===== config.mk =====
export PLATFORM = sky130hd
export DESIGN_NAME = parking_garage
export DESIGN_NICKNAME = d
export VERILOG_FILES = /design/src/hdl/garage_pkg.sv /design/src/hdl/parking_garage.sv /design/src/hdl/lift_controller.sv /design/src/hdl/fee_meter.sv /design/src/hdl/spot_table.sv /design/src/hdl/slot_finder.sv /design/src/hdl/order_queue.sv
export VERILOG_INCLUDE_DIRS = /design/src /design/src/hdl
export SDC_FILE = /design/constraint.sdc
export NUM_CORES = 2
export LEC_CHECK = 0
export ABC_AREA = 1
export BUFFER_PORTS_ARGS = -buffer_cell sky130_fd_sc_hd__buf_2
export CAP_MARGIN = 20
export CORE_MARGIN = 2
export CORE_UTILIZATION = 55
export CTS_CLUSTER_DIAMETER = 150
export DETAILED_ROUTE_END_ITERATION = 12
export GPL_TIMING_DRIVEN = 0
export MAX_ROUTING_LAYER = met4
export PLACE_DENSITY_LB_ADDON = 0.15
export SLEW_MARGIN = 20
export SYNTH_ARGS = -nofsm -noshare
export SYNTH_HDL_FRONTEND = slang
export SYNTH_SLANG_ARGS = --single-unit

===== constraint.sdc =====
create_clock -name clock -period 22.6 [get_ports clock]
set_input_delay 2.26 -clock clock [delete_from_list [all_inputs] [get_ports clock]]
set_output_delay 2.26 -clock clock [all_outputs]
set_load 0.02 [all_outputs]

===== src/hdl/garage_config.svh =====
`ifndef GARAGE_CONFIG_SVH
`define GARAGE_CONFIG_SVH

// parking floors above the entrance level
`define GARAGE_FLOORS 7

// two spots per floor, left and right
`define GARAGE_SPOTS 14

`define PLATE_BITS 16

// orders waiting for the lift
`define QUEUE_DEPTH 7

// fee width, fees saturate at all ones
`define FEE_BITS 8

// top nibble of the plate selects the car class
`define CLASS_DISABLED 4'h9
`define CLASS_HYBRID 4'h8

`endif

===== src/hdl/garage_pkg.sv =====
`include "garage_config.svh"

package garage_pkg;

    // floor 0 is the entrance, parking floors follow
    localparam int FLOOR_BITS = $clog2(`GARAGE_FLOORS + 1);

    typedef logic [`PLATE_BITS-1:0] plate_t;  // zero means empty

    typedef logic [FLOOR_BITS-1:0] floor_t;

    // {floor, side}, side 0 is left and 1 is right
    typedef logic [FLOOR_BITS:0] spot_t;

    typedef logic [`FEE_BITS-1:0] fee_t;

    typedef enum logic {
        ORDER_ENTRY = 1'b0,
        ORDER_EXIT  = 1'b1
    } order_t;

    // table slot k maps to floor k/2 + 1, side k%2
    function automatic spot_t spot_of(input int k);
        return spot_t'(k + 2);
    endfunction

endpackage


===== src/hdl/parking_garage.sv =====
`timescale 1ns/1ps
`include "garage_config.svh"

module parking_garage (
    input  logic               clock,
    input  logic               reset,
    input  garage_pkg::plate_t plate,
    input  logic               in_mode,
    input  logic               out_mode,
    output garage_pkg::floor_t current_floor,
    output garage_pkg::plate_t moving,
    output logic               park_done,
    output logic               pick_done,
    output garage_pkg::spot_t  event_spot,
    output logic               car_out_ready,
    output garage_pkg::fee_t   fee,
    output logic               full_sedan,
    output logic               full_suv
);

    logic               order_valid;
    garage_pkg::order_t order_kind;
    garage_pkg::plate_t order_plate;
    logic               lift_idle;
    garage_pkg::spot_t  target_spot;
    logic               target_found;
    garage_pkg::plate_t event_plate;
    garage_pkg::plate_t spot_plates [`GARAGE_SPOTS];
    garage_pkg::fee_t   spot_fees [`GARAGE_SPOTS];

    order_queue u_queue (
        .clock       (clock),
        .reset       (reset),
        .in_mode     (in_mode),
        .out_mode    (out_mode),
        .plate       (plate),
        .lift_idle   (lift_idle),
        .order_valid (order_valid),
        .order_kind  (order_kind),
        .order_plate (order_plate)
    );

    slot_finder u_finder (
        .spot_plates  (spot_plates),
        .full_sedan   (full_sedan),
        .order_kind   (order_kind),
        .order_plate  (order_plate),
        .target_spot  (target_spot),
        .target_found (target_found)
    );

    spot_table u_table (
        .clock       (clock),
        .reset       (reset),
        .park_done   (park_done),
        .pick_done   (pick_done),
        .event_spot  (event_spot),
        .event_plate (event_plate),
        .spot_plates (spot_plates),
        .full_sedan  (full_sedan),
        .full_suv    (full_suv)
    );

    // one meter per spot, in table order
    for (genvar k = 0; k < `GARAGE_SPOTS; k++) begin : g_meter
        fee_meter u_meter (
            .clock      (clock),
            .reset      (reset),
            .spot_plate (spot_plates[k]),
            .fee        (spot_fees[k])
        );
    end

    lift_controller u_lift (
        .clock         (clock),
        .reset         (reset),
        .order_valid   (order_valid),
        .order_kind    (order_kind),
        .order_plate   (order_plate),
        .target_spot   (target_spot),
        .target_found  (target_found),
        .spot_fees     (spot_fees),
        .lift_idle     (lift_idle),
        .current_floor (current_floor),
        .moving        (moving),
        .park_done     (park_done),
        .pick_done     (pick_done),
        .event_spot    (event_spot),
        .event_plate   (event_plate),
        .car_out_ready (car_out_ready),
        .fee           (fee)
    );

endmodule


===== src/hdl/lift_controller.sv =====
`timescale 1ns/1ps
`include "garage_config.svh"

module lift_controller (
    input  logic               clock,
    input  logic               reset,
    input  logic               order_valid,
    input  garage_pkg::order_t order_kind,
    input  garage_pkg::plate_t order_plate,
    input  garage_pkg::spot_t  target_spot,
    input  logic               target_found,
    input  garage_pkg::fee_t   spot_fees [`GARAGE_SPOTS],
    output logic               lift_idle,
    output garage_pkg::floor_t current_floor,
    output garage_pkg::plate_t moving,
    output logic               park_done,
    output logic               pick_done,
    output garage_pkg::spot_t  event_spot,
    output garage_pkg::plate_t event_plate,
    output logic               car_out_ready,
    output garage_pkg::fee_t   fee
);

    typedef enum logic [1:0] {
        S_IDLE,
        S_UP_PARK,
        S_UP_PICK,
        S_DOWN
    } state_t;

    state_t             state;
    garage_pkg::spot_t  goal_spot;
    garage_pkg::plate_t goal_plate;
    garage_pkg::fee_t   pick_fee;
    garage_pkg::fee_t   fee_hold;
    logic               carrying_out;     // descending with a car for the exit
    logic               accept;
    logic               at_goal;

    assign lift_idle   = (state == S_IDLE) && (current_floor == '0) && (moving == '0);
    assign accept      = lift_idle && order_valid && target_found;
    assign at_goal     = ((current_floor + 1'b1) == goal_spot[3:1]);
    assign event_spot  = goal_spot;
    assign event_plate = goal_plate;

    // meter of the spot being emptied
    always_comb begin
        pick_fee = '0;
        for (int k = 0; k < `GARAGE_SPOTS; k++) begin
            if (goal_spot == garage_pkg::spot_of(k)) pick_fee = spot_fees[k];
        end
    end

    always_ff @(posedge clock) begin
        if (accept) begin
            goal_spot  <= target_spot;
            goal_plate <= order_plate;
        end
        if (pick_done) fee_hold <= pick_fee;
    end

    always_ff @(posedge clock or posedge reset) begin
        if (reset) begin
            state         <= S_IDLE;
            current_floor <= '0;
            moving        <= '0;
            park_done     <= 1'b0;
            pick_done     <= 1'b0;
            car_out_ready <= 1'b0;
            fee           <= '0;
            carrying_out  <= 1'b0;
        end else begin
            park_done     <= 1'b0;
            pick_done     <= 1'b0;
            car_out_ready <= 1'b0;
            fee           <= '0;
            case (state)
                S_IDLE: begin
                    if (accept) begin
                        if (order_kind == garage_pkg::ORDER_ENTRY) begin
                            moving <= order_plate;    // car boards at the entrance
                            state  <= S_UP_PARK;
                        end else begin
                            state  <= S_UP_PICK;
                        end
                    end
                end
                S_UP_PARK: begin
                    current_floor <= current_floor + 1'b1;
                    if (at_goal) begin
                        park_done <= 1'b1;
                        moving    <= '0;
                        state     <= S_DOWN;
                    end
                end
                S_UP_PICK: begin
                    current_floor <= current_floor + 1'b1;
                    if (at_goal) begin
                        pick_done    <= 1'b1;
                        moving       <= goal_plate;
                        carrying_out <= 1'b1;
                        state        <= S_DOWN;
                    end
                end
                S_DOWN: begin
                    current_floor <= current_floor - 1'b1;
                    if (current_floor == garage_pkg::floor_t'(1)) begin
                        state         <= S_IDLE;
                        moving        <= '0;
                        car_out_ready <= carrying_out;
                        carrying_out  <= 1'b0;
                        // from floor 1 the pick and the arrival are back to back
                        if (carrying_out) fee <= pick_done ? pick_fee : fee_hold;
                    end
                end
                default: state <= S_IDLE;
            endcase
        end
    end

endmodule


===== src/hdl/fee_meter.sv =====
`timescale 1ns/1ps
`include "garage_config.svh"

module fee_meter (
    input  logic               clock,
    input  logic               reset,
    input  garage_pkg::plate_t spot_plate,
    output garage_pkg::fee_t   fee
);

    garage_pkg::fee_t    count;           // occupied cycles already completed
    garage_pkg::fee_t    run;             // occupied cycles including this one
    logic                occupied;
    logic                was_occupied;
    logic [3:0]          car_class;
    logic [`FEE_BITS:0]  doubled;

    assign occupied  = (spot_plate != '0);
    assign car_class = spot_plate[`PLATE_BITS-1 -: 4];

    // a fresh stay starts at one, the counter saturates
    always_comb begin
        if (!was_occupied) begin
            run = garage_pkg::fee_t'(1);
        end else if (&count) begin
            run = count;
        end else begin
            run = count + 1'b1;
        end
    end

    assign doubled = {run, 1'b0};

    always_comb begin
        if (!occupied || (car_class == `CLASS_DISABLED)) begin
            fee = '0;
        end else if (car_class == `CLASS_HYBRID) begin
            fee = run;                                // one per cycle
        end else if (doubled[`FEE_BITS]) begin
            fee = '1;
        end else begin
            fee = doubled[`FEE_BITS-1:0];             // two per cycle
        end
    end

    always_ff @(posedge clock or posedge reset) begin
        if (reset) begin
            count        <= '0;
            was_occupied <= 1'b0;
        end else begin
            was_occupied <= occupied;
            if (occupied) count <= run;
        end
    end

endmodule


===== src/hdl/spot_table.sv =====
`timescale 1ns/1ps
`include "garage_config.svh"

module spot_table (
    input  logic               clock,
    input  logic               reset,
    input  logic               park_done,
    input  logic               pick_done,
    input  garage_pkg::spot_t  event_spot,
    input  garage_pkg::plate_t event_plate,
    output garage_pkg::plate_t spot_plates [`GARAGE_SPOTS],
    output logic               full_sedan,
    output logic               full_suv
);

    always_ff @(posedge clock or posedge reset) begin
        if (reset) begin
            for (int k = 0; k < `GARAGE_SPOTS; k++) begin
                spot_plates[k] <= '0;
            end
        end else begin
            for (int k = 0; k < `GARAGE_SPOTS; k++) begin
                if (event_spot == garage_pkg::spot_of(k)) begin
                    if (park_done) begin
                        spot_plates[k] <= event_plate;
                    end else if (pick_done) begin
                        spot_plates[k] <= '0;        // car lifted out
                    end
                end
            end
        end
    end

    // even floors hold sedans, odd floors hold SUVs
    always_comb begin
        garage_pkg::spot_t cand;

        full_sedan = 1'b1;
        full_suv   = 1'b1;
        for (int k = 0; k < `GARAGE_SPOTS; k++) begin
            cand = garage_pkg::spot_of(k);
            if (cand[1]) begin
                full_suv = full_suv && (spot_plates[k] != '0);
            end else begin
                full_sedan = full_sedan && (spot_plates[k] != '0);
            end
        end
    end

endmodule


===== src/hdl/slot_finder.sv =====
`timescale 1ns/1ps
`include "garage_config.svh"

module slot_finder (
    input  garage_pkg::plate_t spot_plates [`GARAGE_SPOTS],
    input  logic               full_sedan,
    input  garage_pkg::order_t order_kind,
    input  garage_pkg::plate_t order_plate,
    output garage_pkg::spot_t  target_spot,
    output logic               target_found
);

    logic is_suv;
    logic is_disabled;

    assign is_suv      = order_plate[0];      // odd plates are SUVs
    assign is_disabled = (order_plate[`PLATE_BITS-1 -: 4] == `CLASS_DISABLED);

    // slots run from floor 1 upward, left before right, first hit wins
    always_comb begin
        garage_pkg::spot_t cand;
        logic              suit;

        target_spot  = '0;
        target_found = 1'b0;
        for (int k = 0; k < `GARAGE_SPOTS; k++) begin
            cand = garage_pkg::spot_of(k);
            if (order_kind == garage_pkg::ORDER_EXIT) begin
                suit = (order_plate != '0) && (spot_plates[k] == order_plate);
            end else begin
                suit = (spot_plates[k] == '0);
                if (cand[1]) begin
                    suit = suit && (is_suv || full_sedan);   // odd floor
                end else begin
                    suit = suit && !is_suv;                  // even floor, sedans only
                end
                // left spots on the two lowest floors are reserved
                if (!cand[0] && (cand[3:1] <= 3'd2)) begin
                    suit = suit && is_disabled;
                end
            end
            if (suit && !target_found) begin
                target_spot  = cand;
                target_found = 1'b1;
            end
        end
    end

endmodule


===== src/hdl/order_queue.sv =====
`timescale 1ns/1ps
`include "garage_config.svh"

module order_queue (
    input  logic               clock,
    input  logic               reset,
    input  logic               in_mode,
    input  logic               out_mode,
    input  garage_pkg::plate_t plate,
    input  logic               lift_idle,
    output logic               order_valid,
    output garage_pkg::order_t order_kind,
    output garage_pkg::plate_t order_plate
);

    localparam int PTR_BITS = $clog2(`QUEUE_DEPTH);
    localparam int CNT_BITS = $clog2(`QUEUE_DEPTH + 1);

    garage_pkg::order_t kind_mem [`QUEUE_DEPTH];
    garage_pkg::plate_t plate_mem [`QUEUE_DEPTH];

    logic [PTR_BITS-1:0] head;
    logic [PTR_BITS-1:0] tail;
    logic [CNT_BITS-1:0] count;
    logic                push;
    logic                pop;

    function automatic logic [PTR_BITS-1:0] ptr_step(input logic [PTR_BITS-1:0] ptr);
        if (ptr == PTR_BITS'(`QUEUE_DEPTH - 1)) begin
            return '0;
        end
        return ptr + 1'b1;
    endfunction

    // hold off while the popped order is still in front of the lift
    assign pop  = lift_idle && (count != '0) && !order_valid;
    assign push = (in_mode || out_mode) && ((count != CNT_BITS'(`QUEUE_DEPTH)) || pop);

    always_ff @(posedge clock) begin
        if (push) begin
            kind_mem[tail]  <= in_mode ? garage_pkg::ORDER_ENTRY : garage_pkg::ORDER_EXIT;
            plate_mem[tail] <= plate;
        end
        if (pop) begin
            order_kind  <= kind_mem[head];
            order_plate <= plate_mem[head];
        end
    end

    always_ff @(posedge clock or posedge reset) begin
        if (reset) begin
            head        <= '0;
            tail        <= '0;
            count       <= '0;
            order_valid <= 1'b0;
        end else begin
            order_valid <= pop;                    // one cycle strobe per popped order
            if (push) tail <= ptr_step(tail);
            if (pop) head <= ptr_step(head);
            case ({push, pop})
                2'b10:   count <= count + 1'b1;
                2'b01:   count <= count - 1'b1;
                default: count <= count;
            endcase
        end
    end

endmodule


* Word level (Yosys, flattened, before mapping)
Memory sizes are Yosys's and may differ from the RTL's. A register that Yosys moved wholly into a read port is not among the register bits.
Cells that the tools add are included.
** Word-level totals
- Register bits :: 421
- RAM bits :: 119
- Input port bits :: 20
- Output and inout bits :: 36
- Word-level logic and storage cells :: 500
- Memories :: 2
** Operators by class
- Add/subtract/negate cells :: 20
- Equal/unequal tests :: 73
- Multiplexer cells :: 165
- Reduce and logical (&&, ||, !) cells :: 180
** Memories
- u_queue.plate_mem :: words 7, width 16, read ports 1, clocked after memory_dff 1, wr ports 1, RTL line order_queue.sv:20 : garage_pkg::plate_t plate_mem [`QUEUE_DEPTH];
- u_queue.kind_mem :: words 7, width 1, read ports 1, clocked after memory_dff 1, wr ports 1, RTL line order_queue.sv:19 : garage_pkg::order_t kind_mem [`QUEUE_DEPTH];
** Operator list (count)
- two-way mux 8 bit :: 88
- logical NOT 16 bit :: 15
- nonzero test 16 bit :: 15
- == test 16 bit :: 14
- == test 4 bit, second input constant :: 37
- adder 8 x 1 -> 8 bit, second input constant :: 14
- two-way mux 16 bit :: 7
- AND reduction 8 bit :: 14
- one-hot mux 16 bit (4 select lines) :: 1
- logical AND 1 bit :: 62
- two-way mux 1 bit :: 45
- logical NOT 1 bit :: 29
- AND reduction 2 bit :: 14
- two-way mux 3 bit :: 8
- two-way mux 4 bit :: 5
- logical OR 1 bit :: 17
- == test 4 x 3 -> 1 bit, second input constant :: 4
- two-way mux 2 bit :: 7
- adder 3 x 1 -> 3 bit, second input constant :: 4
- one-hot mux 3 bit (2 select lines) :: 2
- != test 2 x 1 -> 1 bit, second input constant :: 5
- == test 4 x 2 -> 1 bit, second input constant :: 2
- nonzero test 2 bit :: 4
- OR reduction 8 bit :: 1
- other kinds (17) :: 24

* Logic depth before layout (Yosys ltp)
- Depth after elaboration :: 54
- Gate-level depth with buffers :: 23
- Mapped depth without buffers :: 21

* Modules after synthesis
A second synthesis with hierarchy kept.
** Second synthesis, totals
- Cells, all modules :: 4764
- Area, all modules :: 34957.3 µm²
** By module, submodules not included
- fee_meter :: times used 14, cells each 134, area an instance 832.0 µm², seq. area each 225.2 µm²
- spot_table :: times used 1, cells each 1010, area an instance 9243.9 µm², seq. area each 5605.4 µm²
- order_queue :: times used 1, cells each 423, area an instance 5690.5 µm², seq. area each 4334.2 µm²
- slot_finder :: times used 1, cells each 978, area an instance 4779.6 µm², seq. area each 0.0 µm²
- lift_controller :: times used 1, cells each 477, area an instance 3594.7 µm², seq. area each 1586.5 µm²

* Worst setup path after synthesis
Ideal clock, no wire load.
- Path kind :: in2reg
- Start point :: input port out_mode
- End point :: memory u_queue.kind_mem[6] (netlist name) (enable)
- Setup time :: 435 ps
- Arrival time :: 4082 ps
- Data required time :: 22165 ps
- Setup slack :: 18083 ps
- Stages on the path :: 2
- Path buffers :: 0
- Cells stage by stage :: o21ai_1 > nor4_1
** On the way
- Word-level cells in the longest chain between the ends :: 4
** RTL lines
- from (decl) :: RTL line parking_garage.sv:9 : input logic out_mode,
- logical OR 1 bit :: RTL line order_queue.sv:37 : assign push = (in_mode || out_mode) && ((count != CNT_BITS'(`QUEUE_DEPTH)) || pop);
- logical AND 1 bit :: RTL line order_queue.sv:37
- two-way mux 1 bit :: RTL line order_queue.sv:40 : if (push) begin
- two-way mux 1 bit :: RTL line order_queue.sv:41 : kind_mem[tail] <= in_mode ? garage_pkg::ORDER_ENTRY : garage_pkg::ORDER_EXIT;
- to (decl) :: RTL line order_queue.sv:19
Every way passes these cells.

* Worst setup path in the final report
- Start point :: register u_table.spot_plates[204] (netlist name)
- End point :: output port full_suv
** On the way
- Word-level cells in the longest chain between the ends :: 8
** RTL lines
- from (decl) :: RTL line spot_table.sv:11 : output garage_pkg::plate_t spot_plates [`GARAGE_SPOTS],
- from (signal, indexed assignment) :: RTL line spot_table.sv:25 : spot_plates[k] <= event_plate;
- nonzero test 16 bit
- net g_meter[1].u_meter.occupied :: RTL line fee_meter.sv:13 : logic occupied;
- logical AND 1 bit (7 in series) :: RTL line spot_table.sv:43 : full_suv = full_suv && (spot_plates[k] != '0);
- to (decl) :: RTL line parking_garage.sv:18 : output logic full_suv
The timed path passes the listed nets, and every way through them passes these cells.

==> impl_metrics.env <==
export IMPL_yosysTopAreaCell="dfrtp_1"
export IMPL_p_leak_nw=14.84
export IMPL_hold_path_depth=2
export IMPL_maxCapViolCount=0
export IMPL_cts_buffers=60
export IMPL_synth_seq_cells=557
export IMPL_start_kind="register"
export IMPL_vias_per_cell=5.964
export IMPL_io_pins=56
export IMPL_synth_top_area_frac=0.3257
export IMPL_hold_violations=0
export IMPL_nNetsFinal=4039
export IMPL_max_stage_delay_ps=740
export IMPL_synth_cells=3862
export IMPL_synth_most_common_cell="nand2_1"
export IMPL_ant_nets=0
export IMPL_path_cells="inv_1 > nand2_1 > inv_1 > nand3_1 > nor2_1 > nand2_1 > inv_1 > nor3_1 > nand4_1 > nor3_1 > buf_2"
export IMPL_antenna_found_initial=3
export IMPL_die_h_um=238.3
export IMPL_hpwl_um=68490
export IMPL_synthTopCellsByCount="1034 x nand2_1, 491 x o21ai_0, 395 x nor2_1"
export IMPL_ys_warn_count=0
export IMPL_synth_area_um2=30190
export IMPL_vias=28310
export IMPL_rows=85
export IMPL_start_util=0.5588
export IMPL_fin_area_um2=33700
export IMPL_yosysSeqAreaShare=0.4862
export IMPL_endpoint_kind="output pin"
export IMPL_cp_max_fo=8
export IMPL_arrival_ps=3550
export IMPL_yosys_area_share_simple=0.2575
export IMPL_skew_ps=25.72
export IMPL_crit_family="simple AND/OR/NAND/NOR gates"
export IMPL_tns_ps=0
export IMPL_synthFlopType="dfrtp_1"
export IMPL_htreeDepth=2
export IMPL_syn_nets=3907
export IMPL_grt_usage=0.3587
export IMPL_period_needed_ps=5805
export IMPL_grt_pass1_vias=26150
export IMPL_final_util=0.6238
export IMPL_synth_adder_area_share=0.01061
export IMPL_areaGrowthSynthToFinish_pct=11.63
export IMPL_drt_first_pass_iters=6
export IMPL_r2r_cells=13
export IMPL_status="completed"
export IMPL_relSlewSlack=0.1374
export IMPL_wl_per_cell_um=20.85
export IMPL_synth_compound_gate_area_share=0.1523
export IMPL_hold_class="register to register"
export IMPL_maxSlewViolCount=0
export IMPL_ctsHoldBuffers=0
export IMPL_syn_area_per_cell_um2=7.817
export IMPL_rsz0062_at_grt="false"
export IMPL_die_area_um2=56780
export IMPL_async_reset_ff_frac=0.7056
export IMPL_dr_first_iter_drc_count=3599
export IMPL_ctsResizeCount=0
export IMPL_drc=0
export IMPL_clk_latency_ps=660
export IMPL_gp_congestion=1.007
export IMPL_synthMuxAreaShare=0
export IMPL_synth_xor_area_frac=0.02234
export IMPL_post_cts_buffers=0
export IMPL_placed_area_um2=31590
export IMPL_path_depth=11
export IMPL_crit_slowest_cell="nor3_1"
export IMPL_drive_gt1_frac=0.07415
export IMPL_powerDensity_nw_per_um2=119.9
export IMPL_finalCritPeriodShare=0.2569
export IMPL_synth_cell_types=64
export IMPL_drt_total_wl_um=98950
export IMPL_cts_sinks=557
export IMPL_worst_pin_slew_ps=1294
export IMPL_clock_fmax_mhz=172.3
export IMPL_clockBufferDepth=3
export IMPL_ys_top_cells_by_area="dfrtp_1 33%, edfxtp_1 16%, nand2_1 13%"
export IMPL_setup_violations=0
export IMPL_tritoncts="yes"
export IMPL_gr_total_overflow=0
export IMPL_grt_max_degree=102
export IMPL_path_buf_inv=4
export IMPL_clk_pin_slew_worst_paths_ps=70
export IMPL_cp_common_cell="inv_1"
export IMPL_synth_top_family_by_area="simple AND/OR/NAND/NOR gates"
export IMPL_chipWidth_um=238.3
export IMPL_core_area_um2=54030
export IMPL_required_ps=20340
export IMPL_port_buffers=55
export IMPL_pre_cts_ws_ps=17570
export IMPL_synth_edf_count=156
export IMPL_worst_slack_ps=16790
export IMPL_ir_drop_mv=0.09789
export IMPL_grt_pass1_wl_um=152000
export IMPL_crit_type="register to output pin"
export IMPL_cts_root_buffer="clkbuf_16"
## registers in the layout, summed over array words and instances (netlist names), 2 cells and up
name	count
u_lift.event_plate	16
u_queue.tail	3
u_queue.kind_mem	7
g_meter.u_meter.count	112
u_lift.state	2
u_lift.current_floor	3
u_lift.fee	8
u_table.spot_plates	224
u_lift.fee_hold	8
u_queue.order_plate	16
u_lift.moving	16
u_queue.count	3
g_meter.u_meter.was_occupied	14
u_queue.head	3
u_lift.event_spot	4
u_queue.plate_mem	112
## cell type report
| type | count | area, µm² |
|---|---|---|
| clock buffer | 80 | 1647 |
| inverter | 393 | 1493 |
| sequential | 557 | 14680 |
| clock inverter | 34 | 457.9 |
| fill | 4786 | 20330 |
| buffer | 140 | 659.4 |
| multi-input combinational | 2772 | 13390 |
| antenna | 4 | 10.01 |
| timing repair buffer | 70 | 490.5 |
| tap | 696 | 870.8 |
## power breakdown
part / internal, mW / switching [mW]
clock network: 0.618 / 0.437
logic: 0.444 / 1.11
registers: 1.26 / 0.173
## final timing paths
| path | start | end | slack [ps] |
|---|---|---|---|
| min in group asynchronous | reset | g_meter[1].u_meter.count[3] | 1560 |
| hold reg to reg | u_lift.fee_hold[3] | u_lift.fee_hold[3] | 460 |
| setup / recovery | u_table.spot_plates[204] | full_suv | 16790 |
| setup reg to reg | u_queue.order_plate[13] | u_lift.event_plate[3] | 18350 |
| max in group asynchronous | reset | g_meter[12].u_meter.count[4] | 19790 |
| hold / removal | u_lift.fee_hold[3] | u_lift.fee_hold[3] | 460 |
## worst min-delay path: stages (launching register included)
cell     delay [ps]
dfxtp_1         310
nand2_1          60
nand2_1          60
## layer usage
layer	global-route usage	wire, µm	vias to the layer above
met1	0.4770	40750	13380
li1	-	-	13170
met2	0.5352	43540	1464
met5	-	0	-
met4	0.1468	4589	0
met3	0.07878	10080	294
## placed cells by master, fill, tap and decap left out, drive strengths merged, types with 40 or more instances in the layout
master,instances
dfrtp,393
nand3,224
o22ai,55
nor2,403
edfxtp,156
xnor2,40
a21oi,108
buf,117
nor3,53
o21ai,493
clkbuf,173
nand2,1047
o211ai,44
inv,389
nand4,57
## metrics by stage
stage          hold slack [ps]  total power [mW]  instances
2_1_floorplan            420.6             2.460       3862
6_report                 456.7             4.042       4746
3_5_place_dp             439.0             2.963       4628
3_3_place_gp             430.0             2.921       4613
4_1_cts                  454.3             4.018       4742
5_1_grt                  475.5             4.287       4744
## kinds of logic (layout without fill, tap and decap cells)
kind of cell,after synthesis,in the layout
buffers and inverters,533,717
other,0,4
and+or+nand+nor,1857,1857
xor gates and xnor gates,77,77
DFF,557,557
adders and majority gates,25,25
AOI/OAI and AO/OA,813,813
No activity file was read; power rests on OpenSTA's default activity.
